[src/ppu_pkg.sv]
package ppu_pkg;

    // cpu-visible register select, follows the low address bits
    typedef enum logic [2:0] {
        REG_CTRL   = 3'd0,
        REG_MASK   = 3'd1,
        REG_STATUS = 3'd2,
        REG_ADDR   = 3'd6,
        REG_DATA   = 3'd7
    } reg_sel_t;

    // vertical and horizontal raster phases
    typedef enum logic [1:0] {
        PRE_LINE,
        VISIBLE_LINE,
        POST_LINE,
        VBLANK_LINE
    } vs_state_t;

    typedef enum logic [1:0] {
        ACTIVE_DOTS,
        HBLANK_DOTS
    } hs_state_t;

    typedef logic [4:0] pal_idx_t;
    typedef logic [5:0] colour_t;

    // register bit positions
    localparam int CTRL_NMI_BIT      = 7;
    localparam int CTRL_INC32_BIT    = 2;
    localparam int MASK_GREY_BIT     = 0;
    localparam int STATUS_VBLANK_BIT = 7;

    // start of palette space in the 14-bit ppu address map
    localparam logic [13:0] PAL_BASE = 14'h3F00;

    // full ntsc frame
    localparam int DEF_DOTS_PER_LINE   = 341;
    localparam int DEF_LINES_PER_FRAME = 262;
    localparam int DEF_VISIBLE_DOTS    = 256;
    localparam int DEF_VISIBLE_LINES   = 240;

endpackage

[src/dot_if.sv]
`timescale 1ns/10ps

interface dot_if;

    // raster position
    logic [8:0] dot_x;
    logic [8:0] dot_y;
    logic       visible;

    // single-cycle frame events
    logic       vblank_set;
    logic       vblank_clr;

    modport timing (output dot_x, output dot_y, output visible,
                    output vblank_set, output vblank_clr);

    modport events (input vblank_set, input vblank_clr);

    modport raster (input dot_x, input dot_y, input visible);

endinterface

[src/pixel_out.sv]
`timescale 1ns/10ps

module pixel_out import ppu_pkg::*; (
    input  logic    clk,
    input  logic    rst_n,
    dot_if.raster   dot,
    input  logic    mask_grey,
    input  colour_t backdrop,
    output logic    pix_valid,
    output colour_t pix_colour
);

    // greyscale drops the hue nibble, keeps luma
    localparam colour_t GREY_MASK = 6'h30;

    colour_t shaded;

    assign shaded = mask_grey ? (backdrop & GREY_MASK) : backdrop;

    always_ff @(posedge clk or negedge rst_n) begin
        if (!rst_n) begin
            pix_valid <= 1'b0;
        end else begin
            pix_valid <= dot.visible;
        end
    end

    // colour only loads on visible dots
    always_ff @(posedge clk) begin
        if (dot.visible) begin
            pix_colour <= shaded;
        end
    end

endmodule

[src/flat_wrapper.sv]
// flat-port wrapper written by rule: the top's interface ports become plain ports
module pixel_out_flat import ppu_pkg::*;
  (clk, rst_n, mask_grey, backdrop, pix_valid, pix_colour, dot_dot_x, dot_dot_y, dot_visible);
  dot_if dot_i ();
  input  logic clk;
  input  logic rst_n;
  input  logic mask_grey;
  input  colour_t backdrop;
  output logic pix_valid;
  output colour_t pix_colour;
  input wire logic [$bits(dot_i.dot_x)-1:0] dot_dot_x;
  input wire logic [$bits(dot_i.dot_y)-1:0] dot_dot_y;
  input wire logic [$bits(dot_i.visible)-1:0] dot_visible;
  assign dot_i.dot_x = dot_dot_x;
  assign dot_i.dot_y = dot_dot_y;
  assign dot_i.visible = dot_visible;
  pixel_out u_core (.clk(clk), .rst_n(rst_n), .dot(dot_i), .mask_grey(mask_grey), .backdrop(backdrop), .pix_valid(pix_valid), .pix_colour(pix_colour));
endmodule
[config.mk]
export PLATFORM = sky130hd
export DESIGN_NAME = pixel_out_flat
export DESIGN_NICKNAME = d
export VERILOG_FILES = /design/src/ppu_pkg.sv /design/src/dot_if.sv /design/src/pixel_out.sv /design/src/flat_wrapper.sv
export SDC_FILE = /design/constraint.sdc
export NUM_CORES = 1
export LEC_CHECK = 0
export ABC_CLOCK_PERIOD_IN_PS = 800
export BUFFER_PORTS_ARGS = -buffer_cell sky130_fd_sc_hd__buf_2
export CELL_PAD_IN_SITES_DETAIL_PLACEMENT = 1
export CELL_PAD_IN_SITES_GLOBAL_PLACEMENT = 1
export CORE_MARGIN = 2
export CORE_UTILIZATION = 17
export CTS_CLUSTER_SIZE = 28
export DETAILED_ROUTE_END_ITERATION = 16
export PLACE_DENSITY = 0.8
export SYNTH_ARGS = -nofsm -noshare
export SYNTH_HDL_FRONTEND = slang
export SYNTH_SLANG_ARGS = --single-unit
[constraint.sdc]
create_clock -name clk -period 0.8 [get_ports clk]
set_input_delay 0.24 -clock clk [delete_from_list [all_inputs] [get_ports clk]]
set_output_delay 0.24 -clock clk [all_outputs]
set_load 0.02 [all_outputs]
==> results.md <==
* Status: finished with violations
* Violated checks: setup timing
* Critical Path Sink Type: primary output
* Largest net degree at the start of global routing at 8
* Slowest stage delay, CP at 0.40 ns
* Vias in the first global route at 177
* Die width at 40.80 um
* Mean routed wirelength per cell at 9.574 um
* Initial core utilization at 17.92%
* # fillers at 151
* Area leader, netlist: edfxtp_1
* Core footprint at 1285 sq um
* Layout cells sized above 1 at 59.38%
* H-Tree Depth at 1
* Worst path arrival time at 0.80 ns
* Mean Syn Cell Area at 20.93 sq um
* # diodes at 0
* Area grow syn2layout at 75.00%
* Via Count at 164
* Most frequent cell after synthesis: edfxtp_1
* Root Buffer: clkbuf_4
* Slew headroom at 90.00%
* Final setup viols at 7
* Ys async rst share at 14.29%
* Clock Pin Slew Worst Setup and Hold Paths at 0.05 ns
* Peak VDD IR at 0.7824 mV
* Top post-synthesis cells by area: edfxtp_1, dfrtp_1, nor2b_1
* Post-synthesis sequential area ratio at 89.13%
* Final hold vios at 0
* RSZ-0062 raised after global routing: true
* Slowest CP cell: edfxtp_1
* Synth Cell Area at 230.2 sq um
* Placed Area at 329.1 sq um
* CP startpoint kind: register
* Final Critical Period at 1.041 ns
* P_leak at 0.1733 nW
* Core Rows at 13
* Port-buffer cells at 16
* Die Height at 40.80 um
* Commonest cells post-synth: edfxtp_1, nor2b_1, dfrtp_1
* Hold Crit Class: in -> reg
* Top cell type's share of synthesized area at 78.26%
* TritonCTS clock tree: done
* Number of synthesized flops with an enable pin at 6
* CP required at 0.56 ns
* Kind of critical path: reg -> out
* CTS buffer count at 3
* Bufs and invs on worst path at 1
* Antenna violations before repair at 0
* Design area at 402.9 sq um
* Clock Path Buffers at 2
* Die footprint at 1665 sq um
* First-pass GRT wire length at 738 um
* GRT overflow at 0
* # clock sinks at 7
* Final period utilization at 130.1%
* Worst Path Max Fanout at 1
* Post-synth top flop: edfxtp_1
* Setup ws final at -0.2408 ns
* Routed wire length at 450 um
* Net Count, Synth at 39
* WHS at 0.1665 ns
* Gpl congestion at 0.5865
* CP delay by family, top: flip-flops
* Yosys warns at 0
* Vias/cell at 3.489
* Max-Cap Viols at 0
* DRC violations left at 0
* Cell Pwr Density at 2177 nW/um^2
* Cell variety after synth at 3
* Max Freq at 0.9608 GHz
* GRT Resource Usage Total at 8.068%
* Top-Level Pins at 35
* Worst slew pin tran at 0.1500 ns
* Cells after synthesis at 11
* Final setup TNS at -1.424 ns
* Flops & latches, synth at 7
* CP cell instances: buf_6
* Final net count at 61
* Initial DRC Count at 0
* Antenna viol nets, final at 0
* DRT Pass-1 Iters at 1
* Max Slew Vio Count at 0
==> logic make-up (layout without fill, tap and decap cells) <==
kind of cell,after synthesis,in the layout,synth area share (%)
buf+inv,0,21,0
simple gates,4,4,10.87
flops,7,7,89.13
==> what timing repair did <==
action / 4_1_cts / 5_1_grt
pin swaps: 0 / 0
endpoints found under the setup margin: 7 / 7
setup buffers: 0 / 0
resized for setup: 4 / 8
cloned: 0 / 0
endpoints found under the hold margin: 1 / 0
hold buffers: 1 / 0
==> metal layers <==
metal,global-route usage (%),wire [um],vias up
met1,8.784,205,67
li1,-,-,80
met5,0,0,-
met2,8.984,165,17
met3,7.065,79,0
met4,7.500,0,0
==> state kept, by name, summed over array words and instances (netlist names) <==
| register | cells |
|---|---|
| u_core.pix_colour | 6 |
| u_core.pix_valid | 1 |
==> cell type report <==
type | instances | area, sq um | share of cell area, %
timing repair buffer | 17 | 127.6 | 31.68
sequential | 7 | 205.2 | 50.93
clock buffer | 4 | 26.28 | 6.522
tap | 15 | 18.77 | 4.658
multi-input combinational | 4 | 25.02 | 6.211
==> power breakdown <==
part	internal, W	switching (W)	leakage, nW
Sequential	0.000428	0.0000115	0.0698
Combinational	0.0000665	0.0000585	0.0885
Clock	0.000190	0.000123	0.0150
==> cells in the final DEF, fill, tap and decap left out, drive strengths merged <==
master and n:
buf 16, clkbuf 4, dfrtp 1, dlygate4sd3 1, edfxtp 6, nor2b 4
==> stage by stage <==
step	worst slack [ns]	cells	power [W]	utilization (%)
floorplan	0.1105	11	0.0004845	-
global placement	0.04029	42	0.0005362	25.61
detailed placement	0.009593	42	0.0005393	25.61
CTS	-0.2613	47	0.0008720	29.41
global route	-0.2797	47	0.0009260	31.35
finish	-0.2408	47	0.0008770	31.35
==> final timing paths <==
kind	startpoint	end	slack, ns	cells after the start
setup / recovery	u_core.pix_colour[5]	pix_colour[5]	-0.24	1
hold / removal	backdrop[4]	u_core.pix_colour[4]	0.17	1
max in group asynchronous	rst_n	u_core.pix_valid	0.40	2
min in group asynchronous	rst_n	u_core.pix_valid	0.31	2
No activity file was read; power rests on OpenSTA's default activity.
