$ cat src/ppu_pkg.sv
package ppu_pkg;

    // cpu-visible register select, follows the low address bits
    typedef enum logic [2:0] {
        REG_CTRL   = 3'd0,
        REG_MASK   = 3'd1,
        REG_STATUS = 3'd2,
        REG_ADDR   = 3'd6,
        REG_DATA   = 3'd7
    } reg_sel_t;

    // vertical and horizontal raster phases
    typedef enum logic [1:0] {
        PRE_LINE,
        VISIBLE_LINE,
        POST_LINE,
        VBLANK_LINE
    } vs_state_t;

    typedef enum logic [1:0] {
        ACTIVE_DOTS,
        HBLANK_DOTS
    } hs_state_t;

    typedef logic [4:0] pal_idx_t;
    typedef logic [5:0] colour_t;

    // register bit positions
    localparam int CTRL_NMI_BIT      = 7;
    localparam int CTRL_INC32_BIT    = 2;
    localparam int MASK_GREY_BIT     = 0;
    localparam int STATUS_VBLANK_BIT = 7;

    // start of palette space in the 14-bit ppu address map
    localparam logic [13:0] PAL_BASE = 14'h3F00;

    // full ntsc frame
    localparam int DEF_DOTS_PER_LINE   = 341;
    localparam int DEF_LINES_PER_FRAME = 262;
    localparam int DEF_VISIBLE_DOTS    = 256;
    localparam int DEF_VISIBLE_LINES   = 240;

endpackage

$ cat src/dot_if.sv
`timescale 1ns/10ps

interface dot_if;

    // raster position
    logic [8:0] dot_x;
    logic [8:0] dot_y;
    logic       visible;

    // single-cycle frame events
    logic       vblank_set;
    logic       vblank_clr;

    modport timing (output dot_x, output dot_y, output visible,
                    output vblank_set, output vblank_clr);

    modport events (input vblank_set, input vblank_clr);

    modport raster (input dot_x, input dot_y, input visible);

endinterface

$ cat src/ppu_timing.sv
`timescale 1ns/10ps

module ppu_timing import ppu_pkg::*; #(
    parameter int DOTS_PER_LINE   = DEF_DOTS_PER_LINE,
    parameter int LINES_PER_FRAME = DEF_LINES_PER_FRAME,
    parameter int VISIBLE_DOTS    = DEF_VISIBLE_DOTS,
    parameter int VISIBLE_LINES   = DEF_VISIBLE_LINES
) (
    input  logic  clk,
    input  logic  rst_n,
    dot_if.timing dot
);

    localparam logic [8:0] LAST_DOT     = 9'(DOTS_PER_LINE - 1);
    localparam logic [8:0] LAST_ACTIVE  = 9'(VISIBLE_DOTS - 1);
    localparam logic [8:0] LAST_VISIBLE = 9'(VISIBLE_LINES - 1);
    localparam logic [8:0] FIRST_VBLANK = 9'(VISIBLE_LINES + 1);
    localparam logic [8:0] LAST_VBLANK  = 9'(LINES_PER_FRAME - 2);
    localparam logic [8:0] LAST_LINE    = 9'(LINES_PER_FRAME - 1);

    logic [8:0] col;
    logic [8:0] row;
    logic       line_end;

    hs_state_t hs_state, hs_next;
    vs_state_t vs_state, vs_next;

    assign line_end = (col == LAST_DOT);

    // dot and line counters, reset lands on the first visible line
    always_ff @(posedge clk or negedge rst_n) begin
        if (!rst_n) begin
            col <= '0;
            row <= '0;
        end else begin
            col <= line_end ? 9'd0 : col + 9'd1;
            if (line_end) begin
                row <= (row == LAST_LINE) ? 9'd0 : row + 9'd1;
            end
        end
    end

    always_comb begin
        hs_next = hs_state;
        case (hs_state)
            ACTIVE_DOTS: if (col == LAST_ACTIVE) hs_next = HBLANK_DOTS;
            HBLANK_DOTS: if (line_end) hs_next = ACTIVE_DOTS;
            default:     hs_next = ACTIVE_DOTS;
        endcase
    end

    // vertical phase only moves at the end of a line
    always_comb begin
        vs_next = vs_state;
        if (line_end) begin
            case (vs_state)
                VISIBLE_LINE: if (row == LAST_VISIBLE) vs_next = POST_LINE;
                POST_LINE:    vs_next = VBLANK_LINE;
                VBLANK_LINE:  if (row == LAST_VBLANK) vs_next = PRE_LINE;
                PRE_LINE:     vs_next = VISIBLE_LINE;
                default:      vs_next = VISIBLE_LINE;
            endcase
        end
    end

    always_ff @(posedge clk or negedge rst_n) begin
        if (!rst_n) begin
            hs_state <= ACTIVE_DOTS;
            vs_state <= VISIBLE_LINE;
        end else begin
            hs_state <= hs_next;
            vs_state <= vs_next;
        end
    end

    assign dot.dot_x   = col;
    assign dot.dot_y   = row;
    assign dot.visible = (hs_state == ACTIVE_DOTS) && (vs_state == VISIBLE_LINE);

    // flag events on dot 1, first vblank line and pre-render line
    assign dot.vblank_set = (vs_state == VBLANK_LINE) && (row == FIRST_VBLANK) && (col == 9'd1);
    assign dot.vblank_clr = (vs_state == PRE_LINE) && (col == 9'd1);

endmodule

$ cat src/flat_wrapper.sv
// flat-port wrapper written by rule: the top's interface ports become plain ports
module ppu_timing_flat import ppu_pkg::*;
#(
    parameter int DOTS_PER_LINE   = DEF_DOTS_PER_LINE,
    parameter int LINES_PER_FRAME = DEF_LINES_PER_FRAME,
    parameter int VISIBLE_DOTS    = DEF_VISIBLE_DOTS,
    parameter int VISIBLE_LINES   = DEF_VISIBLE_LINES
)
  (clk, rst_n, dot_dot_x, dot_dot_y, dot_visible, dot_vblank_set, dot_vblank_clr);
  dot_if dot_i ();
  input  logic clk;
  input  logic rst_n;
  output wire logic [$bits(dot_i.dot_x)-1:0] dot_dot_x;
  output wire logic [$bits(dot_i.dot_y)-1:0] dot_dot_y;
  output wire logic [$bits(dot_i.visible)-1:0] dot_visible;
  output wire logic [$bits(dot_i.vblank_set)-1:0] dot_vblank_set;
  output wire logic [$bits(dot_i.vblank_clr)-1:0] dot_vblank_clr;
  assign dot_dot_x = dot_i.dot_x;
  assign dot_dot_y = dot_i.dot_y;
  assign dot_visible = dot_i.visible;
  assign dot_vblank_set = dot_i.vblank_set;
  assign dot_vblank_clr = dot_i.vblank_clr;
  ppu_timing #(.DOTS_PER_LINE(DOTS_PER_LINE), .LINES_PER_FRAME(LINES_PER_FRAME), .VISIBLE_DOTS(VISIBLE_DOTS), .VISIBLE_LINES(VISIBLE_LINES)) u_core (.clk(clk), .rst_n(rst_n), .dot(dot_i));
endmodule
$ cat config.mk
export PLATFORM = sky130hd
export DESIGN_NAME = ppu_timing_flat
export DESIGN_NICKNAME = d
export VERILOG_FILES = /design/src/ppu_pkg.sv /design/src/dot_if.sv /design/src/ppu_timing.sv /design/src/flat_wrapper.sv
export SDC_FILE = /design/constraint.sdc
export NUM_CORES = 1
export LEC_CHECK = 0
export ABC_AREA = 0
export BUFFER_PORTS_ARGS = -buffer_cell sky130_fd_sc_hd__buf_4
export CAP_MARGIN = 20
export CORE_MARGIN = 4
export CORE_UTILIZATION = 55
export CTS_BUF_LIST = sky130_fd_sc_hd__clkbuf_4 sky130_fd_sc_hd__clkbuf_8 sky130_fd_sc_hd__clkbuf_16
export CTS_CLUSTER_DIAMETER = 30
export DETAILED_ROUTE_END_ITERATION = 8
export PLACE_DENSITY = 0.85
export SETUP_SLACK_MARGIN = 0.05
export SYNTH_ARGS = -nofsm -noshare
export SYNTH_HDL_FRONTEND = slang
export SYNTH_SLANG_ARGS = --single-unit
$ cat constraint.sdc
create_clock -name clk -period 5.45 [get_ports clk]
set_input_delay 1.3625 -clock clk [delete_from_list [all_inputs] [get_ports clk]]
set_output_delay 1.3625 -clock clk [all_outputs]
set_load 0.02 [all_outputs]
==> results.toml <==
[clock_network]
clk_latency_ns = 0.31
clock_path_buffers = 2
htree_levels = 1
clk_pin_slew_ns = 0.12
cts.sinks = 21
tritoncts = "built"
numCtsBuffers = 3
cts_setup_buffers = 0
cts_resized = 0
root_buffer = "clkbuf_4"
cts_hold_buf = 0

[worst_setup_path]
start_kind = "flip-flop"
path_class = "reg2out"
cp-end-kind = "output port"
required_ns = 4.09
crit_fanout = 4
path_delay_family = "simple AND/OR/NAND/NOR gates"
path_cells = "inv_1 > ha_1 > nor4b_1 > nand3_1 > nor4_1 > buf_4"
critPathBufInv = 2
max_stage_delay_ns = 0.43
cp_slowest_cell = "dfrtp_1"
worst-endpoint-arrival_ns = 1.89

[drt]
wirelength_mm = 2.64
post_drt_wl_per_cell_um = 15.2
drtAntennaViolNets = 0
vias = 1014
drtPass1Iterations = 5
drt_iter0_drc = 22
post_drt_via_cell_ratio = 5.83
drc = 0

[floorplan]
die_w_um = 54.7
initial_core_util = 0.594
die_area_mm2 = 0.00300
die_h_um = 54.7
core_mm2 = 0.00202
rows = 16
io_pins = 23

[synth]
synth_cells = 124
synth_common_cells = "dfrtp_1, nor2_1, ha_1, inv_1, o21ai_0"
ys_seq_elements = 21
async_reset_ff_frac = 1.00
yosys.cell_count.top_type = "dfrtp_1"
yosysUniqueCellTypes = 33
ys.flop_type = "dfrtp_1"
avgSynthCellArea_um2 = 9.69
synth_area_leader_cell = "dfrtp_1"
syn_area_mm2 = 0.00120
synth-edff-count = 0
yosysTopAreaCellShare = 0.417
yosysWarnings = 0
synth_nets = 137
yosysSeqAreaShare = 0.439
synth_area_leaders = "dfrtp_1, ha_1, nor2_1, o21ai_0, nand3_1"

[timing]
fmax_mhz = 307
period_share = 0.597
fin_crit_ns = 3.26
setup_violations = 0
fin_setup_tns_ns = 0
tightestPinTransition_ns = 0.647
max-slew-margin-rel = 0.562
hold_viol_final = 0
finalClockSkew_ns = 0.00183
rsz0062_at_grt = "false"
finalMaxSlewViolations = 0

[place]
hpwl_mm = 1.93
io_buffers = 22
place.gp.congestion = 0.856

[final_layout]
seqCellArea_um2 = 527
diodes = 0
drive_gt1_frac = 0.211
nNetsFinal = 161
multi_input_area_um2 = 624
n_fill_cell = 171
syn2layout_area_growth_pct = 17.8

[pwr]
ir_worst_vdd_uv = 114
internal_power_uw = 184
p_leak_uw = 0.000675
clock_power_share = 0.332
totalPowerFinal_uw = 238
switching_power_uw = 54.4
powerDensity_mw_per_mm2 = 168
swShare = 0.229
p_seq_frac = 0.654
pwr-share-comb = 0.014

[global_routing]
grt_pass1_wl_mm = 4.37
grt-ovfl-total = 0
grt_use_total = 0.207
antenna_found_initial = 0
grt_pass1_vias = 981
grt_max_degree = 22

[run]
maxCapViolCount = 0

[worst_hold_path]
worstHoldPathType = "reg2reg"

[status]
outcome = "finished clean"
power groups by stage:
stage | sequential (uW) | combinational [uW] | clock, uW
2_1_floorplan | 159 | 0.000275 | 0
3_3_place_gp | 159 | 3.63 | 0
6_report | 156 | 3.35 | 79.0
5_1_grt | 156 | 4.12 | 88.1
4_1_cts | 156 | 3.70 | 80.8
3_5_place_dp | 159 | 3.73 | 0
sequential cells by signal, indices dropped and copies added (netlist names):
name and cells:
u_core.dot.dot_x 9, u_core.dot.dot_y 9, u_core.vs_state 2, u_core.hs_state 1
stage by stage:
| stage | cell area (um2) | util | setup slack (ns) | hold WS, ns | std cells |
|---|---|---|---|---|---|
| after floorplan | 1200 | - | 2.35 | 0.440 | 124 |
| after global placement | 1390 | 0.686 | 2.59 | 0.457 | 170 |
| after detailed placement | 1390 | 0.686 | 2.58 | 0.496 | 170 |
| after CTS | 1420 | 0.700 | 2.20 | 0.513 | 174 |
| after global routing | 1420 | 0.700 | 2.06 | 0.532 | 174 |
| final | 1420 | 0.700 | 2.19 | 0.509 | 174 |
worst reg2reg max path: stages (launching register included):
cell	delay (ns)
dfrtp_1	0.46
nor3_1	0.31
nand4_1	0.43
a221o_1	0.47
mux2_4	0.31
path summary, 6_finish.rpt:
| check | startpoint | endpoint | slack, ns | depth (start not counted) |
|---|---|---|---|---|
| hold / removal | u_core.hs_state[0]$_DFFE_PN0P_ | u_core.hs_state[0]$_DFFE_PN0P_ | 0.51 | 1 |
| hold reg to reg | u_core.hs_state[0]$_DFFE_PN0P_ | u_core.hs_state[0]$_DFFE_PN0P_ | 0.51 | 1 |
| min in group asynchronous | rst_n | u_core.dot.dot_x[1]$_DFF_PN0_ | 0.90 | 1 |
| max in group asynchronous | rst_n | u_core.vs_state[0]$_DFFE_PN1P_ | 4.28 | 1 |
| setup / recovery | u_core.dot.dot_x[1]$_DFF_PN0_ | dot_vblank_set | 2.19 | 6 |
| setup reg to reg | u_core.dot.dot_x[3]$_DFF_PN0_ | u_core.vs_state[1]$_DFFE_PN0P_ | 3.37 | 4 |
layer usage:
metal,wire [um],vias up,track usage
met2,1310,30,0.327
met4,42,0,0.0996
met1,1180,497,0.273
li1,-,481,-
met5,0,-,0
met3,111,6,0.0327
final cells by class:
type | count | share of cell area
multi-input combinational | 90 | 0.441
clock buffer | 3 | 0.0159
timing repair buffer | 22 | 0.117
tap | 27 | 0.0239
inverter | 10 | 0.0265
clock inverter | 1 | 0.00354
sequential | 21 | 0.372
cell usage in the layout, fill, tap and decap left out:
cell	n
ha_1	11
nor3_1	3
nor2_1	13
or4_1	1
nor4b_1	3
clkbuf_4	3
mux2_4	1
xor2_1	3
nand4bb_1	1
and2_1	2
nand3_2	1
buf_4	22
dfstp_2	1
nor4_1	2
xnor2_1	4
nand2_1	7
and3_1	2
mux2_2	1
or3_1	2
and4_1	2
o21ai_0	9
mux2i_1	1
clkinv_2	1
dfrtp_1	20
inv_1	10
nor2b_1	1
nand3_1	8
a21oi_1	4
a221o_1	1
a21o_1	1
and4bb_2	1
a22oi_1	1
nand4_1	3
nand4b_1	1
cell families (layout without fill, tap and decap cells):
family / count (synthesis) / count (layout) / share of synthesized area
compound gates: 16 / 16 / 0.0750
flops: 21 / 21 / 0.439
simple gates: 53 / 53 / 0.249
fa+ha+maj: 11 / 11 / 0.115
xor+xnor: 7 / 7 / 0.0510
buf+inv: 13 / 36 / 0.0417
mux: 3 / 3 / 0.0302
Power figures use the tool's default switching activity.
